File: src/cpu_pkg.sv
package cpu_pkg;

   // Machine word and RAM geometry
   localparam int DATA_WIDTH     = 32;
   localparam int RAM_ADDR_WIDTH = 10;

   // Host register offsets on the Wishbone port
   localparam logic [3:0] REG_CTRL    = 4'h0;
   localparam logic [3:0] REG_STATUS  = 4'h4;
   localparam logic [3:0] REG_PC      = 4'h8;
   localparam logic [3:0] REG_RETIRED = 4'hc;

   // Address bit that selects the RAM window instead of the registers
   localparam int MEM_WINDOW_BIT = 14;

   // Core phase
   typedef enum logic [1:0] {
      FETCH   = 2'd0,
      EXECUTE = 2'd1
   } phase_e;

   // RV32I major opcodes of the supported subset
   typedef enum logic [6:0] {
      OP_LUI    = 7'b0110111,
      OP_IMM    = 7'b0010011,
      OP_REG    = 7'b0110011,
      OP_LOAD   = 7'b0000011,
      OP_STORE  = 7'b0100011,
      OP_BRANCH = 7'b1100011,
      OP_JAL    = 7'b1101111
   } opcode_e;

endpackage

File: src/host_regs.sv
`timescale 1ns/10ps

module host_regs
   import cpu_pkg::*;
(
   input  logic                      i_clk,
   input  logic                      i_rst,

   input  logic                      i_wb_cyc,
   input  logic                      i_wb_stb,
   input  logic                      i_wb_we,
   input  logic [31:0]               i_wb_adr,
   input  logic [DATA_WIDTH-1:0]     i_wb_dat,
   output logic [DATA_WIDTH-1:0]     o_wb_dat,
   output logic                      o_wb_ack,

   output logic                      o_run,
   input  logic                      i_halted,
   input  logic                      i_retire,
   input  logic [31:0]               i_pc,

   output logic [RAM_ADDR_WIDTH-1:0] o_ram_addr,
   output logic [DATA_WIDTH-1:0]     o_ram_data,
   output logic                      o_ram_write,
   input  logic [DATA_WIDTH-1:0]     i_ram_data
);

   logic                  sel_mem;
   logic                  reg_write;
   logic [DATA_WIDTH-1:0] retired;
   logic [DATA_WIDTH-1:0] reg_rdata;

   assign sel_mem = i_wb_adr[MEM_WINDOW_BIT];

   // RAM address is presented at once, so read data is ready with the ack
   assign o_ram_addr  = i_wb_adr[RAM_ADDR_WIDTH+1:2];
   assign o_ram_data  = i_wb_dat;
   assign o_ram_write = o_wb_ack && i_wb_we && sel_mem;
   assign reg_write   = o_wb_ack && i_wb_we && !sel_mem;

   // Single-cycle ack, one clock after the request
   always_ff @(posedge i_clk) begin
      if (i_rst) begin
         o_wb_ack <= 1'b0;
      end else begin
         o_wb_ack <= i_wb_cyc && i_wb_stb && !o_wb_ack;
      end
   end

   always_ff @(posedge i_clk) begin
      if (i_rst) begin
         o_run <= 1'b0;
      end else if (reg_write && i_wb_adr[3:0] == REG_CTRL) begin
         o_run <= i_wb_dat[0];
      end
   end

   // Retired count restarts with each run
   always_ff @(posedge i_clk) begin
      if (i_rst || !o_run) begin
         retired <= '0;
      end else if (i_retire) begin
         retired <= retired + 1'b1;
      end
   end

   always_comb begin
      case (i_wb_adr[3:0])
         REG_CTRL:    reg_rdata = {{(DATA_WIDTH-1){1'b0}}, o_run};
         REG_STATUS:  reg_rdata = {{(DATA_WIDTH-1){1'b0}}, i_halted};
         REG_PC:      reg_rdata = i_pc;
         REG_RETIRED: reg_rdata = retired;
         default:     reg_rdata = '0;
      endcase
   end

   assign o_wb_dat = sel_mem ? i_ram_data : reg_rdata;

   a_ack_single: assert property (@(posedge i_clk) disable iff (i_rst)
      o_wb_ack |=> !o_wb_ack)
      else $error("Wishbone ack held for two cycles");

endmodule

File: config.mk
export PLATFORM = sky130hd
export DESIGN_NAME = host_regs
export DESIGN_NICKNAME = d
export VERILOG_FILES = /design/src/cpu_pkg.sv /design/src/host_regs.sv
export SDC_FILE = /design/constraint.sdc
export NUM_CORES = 1
export LEC_CHECK = 0
export ABC_AREA = 1
export ABC_CLOCK_PERIOD_IN_PS = 1400
export CORE_AREA = 2 2 81 83
export DETAILED_ROUTE_END_ITERATION = 6
export DIE_AREA = 0 0 83 85
export DONT_BUFFER_PORTS = 1
export GPL_ROUTABILITY_DRIVEN = 0
export PLACE_DENSITY = 0.77
export SYNTH_ARGS = -nofsm -noshare
export SYNTH_HDL_FRONTEND = slang
export SYNTH_SLANG_ARGS = --single-unit
File: constraint.sdc
create_clock -name i_clk -period 1.4 [get_ports i_clk]
set_input_delay 0.14 -clock i_clk [delete_from_list [all_inputs] [get_ports i_clk]]
set_output_delay 0.14 -clock i_clk [all_outputs]
set_load 0.01 [all_outputs]
# --- Word-level counts from Yosys, hierarchy flattened ---
# Index checks and enable logic that the tools add are counted.
classes:
  addsub: 1
  multipliers: 0
  n_div: 0
  magnitude_cmp: 0
  eq_ne: 3
  shifts: 0
  mux: 2
  bitwise: 0
  reduce_logical: 11
op_table:
  columns: ["op", "n"]
  rows:
  - ["32-bit one-hot mux with 4 select lines", 1]
  - ["32-bit by 1-bit adder with 32-bit output (second input constant)", 1]
  - ["32-bit 2-to-1 mux", 1]
  - ["4-bit == test (second input constant)", 2]
  - ["1-bit logical AND", 6]
  - ["4-bit by 3-bit == test with 1-bit output (second input constant)", 1]
  - ["4-bit zero test", 1]
  - ["1-bit zero test", 3]
  - ["1-bit logical OR", 1]
totals:
  reg_bits: 34
  latchBits: 0
  mem_bits_rw: 0
  mem_bits_ro: 0
  in_bits: 135
  out_inout_bits: 77
  wordCells: 20
  memories: 0

# --- Longest topological paths before layout ---
# Gate-level depths: netlist of run 1.
depth:
  word_depth: 3
  mapped_depth: 9
  depth_no_buf: 9

# --- Worst setup path after synthesis of run 1 ---
# No wires, ideal clock.
synth_timing:
  path_kind: "reg-to-reg"
  start: "reg retired[1]"
  end: "reg retired[24]"
  setup_ns: 0.113
  arrival_time_ns: 1.173
  required_ns: 1.287
  path_slack_ns: 0.115
  path_stages_with_launch: 9
  path_buffers: 0
  period_less_slack_ns: 1.285
  cell_sequence: "dfxtp_1 -> ha_1 -> inv_1 -> nor2_4 -> nand3_4 -> nor2_4 -> nand2_2 -> nor2_1 -> nor2_1"
synth_via:
  elab_chain_len: 1
synth_rtl:
  columns: ["element", "line_no", "text"]
  rows:
  - ["start: declaration", "host_regs.sv:30", "logic [DATA_WIDTH-1:0] retired;"]
  - ["start signal: assignment", "host_regs.sv:63", "retired <= retired + 1'b1;"]
  - ["32-bit by 1-bit adder with 32-bit output", "host_regs.sv:63", null]
# Every way passes these cells.
# A chain may end at the register's enable or synchronous reset.

# --- Worst setup path after layout of run 1 ---
layout_timing:
  start: "reg retired[0]"
  end: "reg retired[24]"
# Same word-level chain as after synthesis.

==> impl_metrics.yaml, run 1 <==
synth:
  yosysUniqueCellTypes: 29
  synth_area_leaders: "dfxtp_1, nand2_1, buf_4"
  post-synth-top-count-cell: "nand2_1"
  synth_enable_flop_cells: 0
  synthDominantCellAreaShare_pct: 21.87
  synth_cells: 535
  synth_commonest_cells: "nand2_1, nor2_1, nand3_1, inv_1, buf_4"
  synth_top_area_cell: "dfxtp_1"
  synthArstFlopShare_pct: 0
  number_of_nets_produced_by_synthesis: 671
  post_synth.cell_area_avg_um2: 5.816
  synth_warnings: 0
  synth-seq-area-share_pct: 21.87
  postSynthRegisterBits: 34
  synth_cell_area_mm2: 0.003112
  synth_ff_type: "dfxtp_1"
worst_setup_path:
  critical_path.max_stage_delay_ns: 0.38
  critical_path.max_fanout: 6
  critical_path.n_buffers_inverters: 1
  critical_path.startpoint_type: "flip-flop"
  crit_family: "simple AND/OR/NAND/NOR gates"
  crit_chain: "ha_4 -> inv_2 -> nor2_4 -> nand3_4 -> nor2_4 -> nand2_2 -> nor2_1 -> nor2_1"
  worstSetupStartpoint: "retired[0]"
  critPathArrivalTime_ns: 1.55
  r2r-start: "retired[0]"
  cp.required_ns: 1.59
  crit_path_end_kind: "flip-flop"
  critical_path.slowest_cell: "dfxtp_4"
  crit_type: "flip-flop to flip-flop"
detailed_routing:
  drt_pre_antenna_iters: 5
  drt_iter0_drc: 291
  drc_markers: 0
  drt.antenna.violating_nets: 0
  routed_len_inst_um: 15.41
  drt_wl_total_um: 8921
  route.detailed.vias_per_inst: 5.584
  route.vias.total: 3233
die:
  fp.dieH_um: 85
  initial_utilization_pct: 50.15
  core.rowCount: 29
  io_pins: 212
  std_cell_core_area_mm2: 0.006205
  die_area_mm2: 0.007055
  die_w_um: 83
global_routing:
  globalRouteOverflowTotal: 0
  gr-max-usage-layer: "met2"
  grtUsageMet1_pct: 28.85
  gr-usage-met2_pct: 41.42
  grt_max_degree: 38
  grt_use_total_pct: 24.28
  antenna_violations_before_repair: 0
  global_route_wire_length_before_repair_um: 14120
  first_global_vias: 3013
  gr-usage-met3_pct: 7.004
timing:
  worstMarginPinSlew_ns: 0.2988
  finalCriticalPeriod_ns: 1.363
  fmaxAchievable_mhz: 733.6
  fin_crit_sh_pct: 97.37
  setup_viol: 0
  finClkSkew_ns: 0.004915
  timing.final.max_slew_violations: 0
  setup_total_negative_slack_ns: 0
  unrepaired_setup_endpoints_after_global_routing: "true"
  max-slew-margin-rel_pct: 80.06
  final-hold-violation-count: 0
pwr:
  power_density_mw_per_mm2: 626.3
  static-leakage-power_uw: 0.001264
  post-layout-total-power_uw: 2020
  vdd.ir_drop.worst_v: 0.0003571
finish:
  combined_flip_flop_and_latch_cell_area_um2: 698.2
  num-fill-cells: 622
  multi_input_area_mm2: 0.001963
  syn_to_final_growth_pct: 3.659
  stdcell_count: 579
  layout_cell_share_with_drive_strength_beyond_1_pct: 18.92
  final_area_mm2: 0.003226
  insertedDiodeCount: 0
  final_nets: 637
cts:
  cts.clk_slew.worst_paths_ns: 0.07
  clock_tree.buffer_depth: 2
  cts_made_buffers: 5
  cts_root_buf: "clkbuf_8"
  h_tree_depth: 2
  cts_tree: "yes"
  clock_latency_ns: 0.29
  clkSinkCount: 34
placed_design:
  placed_cells: 565
  dpl-instance-area_mm2: 0.002924
  dp_hpwl_um: 6847
  io_buffer_count: 0
hold_path:
  min-delay-path-class: "input pin to flip-flop"
  hold_wc_startpoint: "i_retire"
run:
  cap_viol_max_count: 0
status:
  run_status: "finished clean"
## layer usage
metal | share of wire (%) | vias up | wire length [um]
met5 | 0 | - | 0
met4 | 2.3 | 0 | 208
met3 | 8.8 | 36 | 789
met2 | 49 | 158 | 4332
met1 | 40 | 1445 | 3590
li1 | - | 1594 | -
## flip-flops by register name (all words and copies together), names as in the netlist
| register | cells |
|---|---|
| o_run | 1 |
| o_wb_ack | 1 |
| retired | 32 |
## area by class of cell
class / count / share of cell area (%)
multi-input cells: 391 / 60.86
inverters: 50 / 5.818
repair buffers: 19 / 5.275
flip-flops and latches: 34 / 21.64
clock buffers: 8 / 3.414
well taps: 77 / 2.987
## final timing paths
| path | to | slack [ns] | cells past startpoint |
|---|---|---|---|
| setup / recovery | retired[24] | 0.04 | 8 |
| hold / removal | retired[0] | 0.02 | 3 |
| setup reg to reg | retired[24] | 0.04 | 8 |
| hold reg to reg | retired[14] | 0.49 | 1 |
## stage by stage
step / utilization, % / setup slack, ns / hold slack (ns)
2_1_floorplan: - / 0.1148 / 0.2159
3_3_place_gp: 47.13 / 0.01169 / 0.2202
3_5_place_dp: 47.13 / -0.02780 / 0.2219
4_1_cts: 49.45 / 0.0003102 / 0.01408
5_1_grt: 51.99 / -0.08078 / 0.02983
6_report: 51.99 / 0.03679 / 0.01796
## logic make-up after synthesis
logic type | after synthesis | share of synthesized area [%]
AND/OR/NAND/NOR | 334 | 49.54
buffers and inverters | 110 | 18.78
XOR/XNOR | 1 | 0.2815
adder cells (fa/ha/maj) | 1 | 0.4020
flip-flops | 34 | 21.87
AO/OA/AOI/OAI | 55 | 9.127
## where the power goes
| part | total (uW) | switching, uW | internal, uW | leakage [uW] |
|---|---|---|---|---|
| sequential | 967 | 1.79 | 966 | 0.000280 |
| clock | 863 | 366 | 497 | 0.0000575 |
| combinational | 190 | 133 | 56.5 | 0.000926 |
## timing repair
item | in CTS | in global routing
pin swaps | 1 | 8
resized for setup | 3 | 47
gates cloned | 0 | 0
buffers inserted | 0 | 3
endpoints found under the setup margin | 6 | 20
endpoints found under the hold margin | 3 | 0
hold buffers | 3 | 0
## cells in the final DEF (no fill, tap or decap), drive strengths merged, types with 2 or more instances in the layout
master and instances:
inv 50, a21o 2, clkbuf 8, nor3 13, nand3 59, nand4 9, buf 16, a21oi 15
dfxtp 34, dlygate4sd3 3, nor2 71, o21ai 36, nand2 179
## worst register-to-register path: stages, from the launching register on
cell and delay [ns]:
dfxtp_4 0.38, ha_4 0.14, inv_2 0.04, nor2_4 0.18, nand3_4 0.14, nor2_4 0.15, nand2_2 0.08, nor2_1 0.10
nor2_1 0.05
No activity file was read; power rests on OpenSTA's default activity.
==> run 2: changes to the inputs <==
--- a/config.mk
+++ b/config.mk
@@ -13,6 +13,7 @@
 export DONT_BUFFER_PORTS = 1
 export GPL_ROUTABILITY_DRIVEN = 0
 export PLACE_DENSITY = 0.77
+export RECOVER_POWER = 50
 export SYNTH_ARGS = -nofsm -noshare
 export SYNTH_HDL_FRONTEND = slang
 export SYNTH_SLANG_ARGS = --single-unit
==> impl_metrics.yaml, run 2 (synthesis gave the netlist of run 1 again) <==
status:
  run_status: "finished clean"
cts:
  clock_latency_ns: 0.29
  cts_root_buf: "clkbuf_8"
  cts_tree: "yes"
  clock_tree.buffer_depth: 2
  h_tree_depth: 2
  cts_made_buffers: 5
  clkSinkCount: 34
  cts.clk_slew.worst_paths_ns: 0.07
pwr:
  power_density_mw_per_mm2: 626.6
  switching_power_uw: 501.4
  pwr-share-clk_pct: 42.7
  pwr-share-seq_pct: 47.9
  p_comb_share_pct: 9.4
  netSwitchingFraction_pct: 24.82
  vdd.ir_drop.worst_v: 0.0003571
  p_int_uw: 1519
  static-leakage-power_uw: 0.001263
worst_setup_path:
  critPathArrivalTime_ns: 1.55
  critical_path.max_fanout: 6
  crit_path_end_kind: "flip-flop"
  crit_type: "flip-flop to flip-flop"
  r2r-start: "retired[0]"
  cp.required_ns: 1.59
  worstSetupStartpoint: "retired[0]"
  critical_path.startpoint_type: "flip-flop"
detailed_routing:
  route.vias.total: 3233
  drt.antenna.violating_nets: 0
  drc_markers: 0
  route.detailed.vias_per_inst: 5.584
  drt_pre_antenna_iters: 5
  routed_len_inst_um: 15.41
  drt_wl_total_um: 8921
  drt_iter0_drc: 291
timing:
  finClkSkew_ns: 0.004915
  max-slew-margin-rel_pct: 80.06
  final-hold-violation-count: 0
  setup_viol: 0
  worstMarginPinSlew_ns: 0.2988
  timing.final.max_slew_violations: 0
  fin_crit_sh_pct: 97.37
  finalCriticalPeriod_ns: 1.363
  fmaxAchievable_mhz: 733.6
  unrepaired_setup_endpoints_after_global_routing: "true"
  setup_total_negative_slack_ns: 0
die:
  die_area_mm2: 0.007055
  core.rowCount: 29
  die_w_um: 83
  io_pins: 212
  std_cell_core_area_mm2: 0.006205
  initial_utilization_pct: 50.15
  fp.dieH_um: 85
finish:
  top_register: "retired"
  most_frequent_cells_in_the_layout: "nand2_1, nand3_1, nor2_1"
  syn_to_final_growth_pct: 3.619
  stdcell_count: 579
  layout_cell_share_with_drive_strength_beyond_1_pct: 18.73
  layout_commonest_cell: "nand2_1"
  final_nets: 637
  final_area_mm2: 0.003224
  largest_register_ffs: 32
  insertedDiodeCount: 0
  reg_top3: "retired (32), o_run (1), o_wb_ack (1)"
run:
  cap_viol_max_count: 0
placed_design:
  io_buffer_count: 0
  dp_hpwl_um: 6847
  placed_cells: 565
  dpl-instance-area_mm2: 0.002924
hold_path:
  min-delay-path-class: "input pin to flip-flop"
  hold_wc_startpoint: "i_retire"
global_routing:
  global_route_wire_length_before_repair_um: 14120
  globalRouteOverflowTotal: 0
  grt_max_degree: 38
  antenna_violations_before_repair: 0
  grt_use_total_pct: 24.28
  first_global_vias: 3013
run 2: routing by layer:
metal,GRT usage (%),up-vias,part of all wire (%)
li1,-,1594,-
met1,28.85,1445,40
met2,41.42,158,49
met3,7.004,36,8.8
met4,9.687,0,2.3
met5,0,-,0
run 2: repair_timing:
item | 4_1_cts | 5_1_grt
pin swaps | 1 | 8
hold buffers | 3 | 0
gates resized for setup | 3 | 47
setup buffers | 0 | 3
endpoints found under the setup margin | 6 | 20
hold endpoints to repair | 3 | 0
run 2: power groups by stage:
stage / Sequential, uW / Combinational, uW / Clock [uW]
after floorplan: 992 / 283 / 0
after global placement: 992 / 179 / 0
after detailed placement: 992 / 181 / 0
after CTS: 969 / 188 / 877
after global routing: 967 / 208 / 922
final: 967 / 190 / 863
run 2: critical path, cell delays in order (launching register included):
cell	delay (ns)
dfxtp_4	0.38
ha_4	0.14
inv_2	0.04
nor2_4	0.18
nand3_4	0.13
nor2_4	0.15
nand2_2	0.08
nor2_1	0.10
nor2_1	0.05
run 2: final timing paths:
| kind | end | slack, ns | cells past startpoint |
|---|---|---|---|
| worst max-delay path | retired[24] | 0.04 | 8 |
| worst min-delay path | retired[0] | 0.02 | 3 |
| worst max register to register | retired[24] | 0.04 | 8 |
| worst min register to register | retired[14] | 0.49 | 1 |
run 2: metrics by stage:
stage / hold WS [ns] / worst slack (ns) / power [uW] / util, %
CTS: 0.01408 / 0.0003102 / 2034 / 49.45
finish: 0.01796 / 0.03679 / 2020 / 51.97
global route: 0.02983 / -0.08078 / 2097 / 51.97
floorplan: 0.2159 / 0.1148 / 1274 / -
detailed placement: 0.2219 / -0.02780 / 1172 / 47.13
global placement: 0.2202 / 0.01169 / 1171 / 47.13
run 2: layout make-up:
cell class | count | area (um2)
Inverter | 50 | 187.7
Timing Repair Buffer | 19 | 170.2
Multi-Input combinational cell | 391 | 1963
Clock buffer | 8 | 110.1
Tap cell | 77 | 96.34
Sequential cell | 34 | 696.9
Fill cell | 623 | 2980
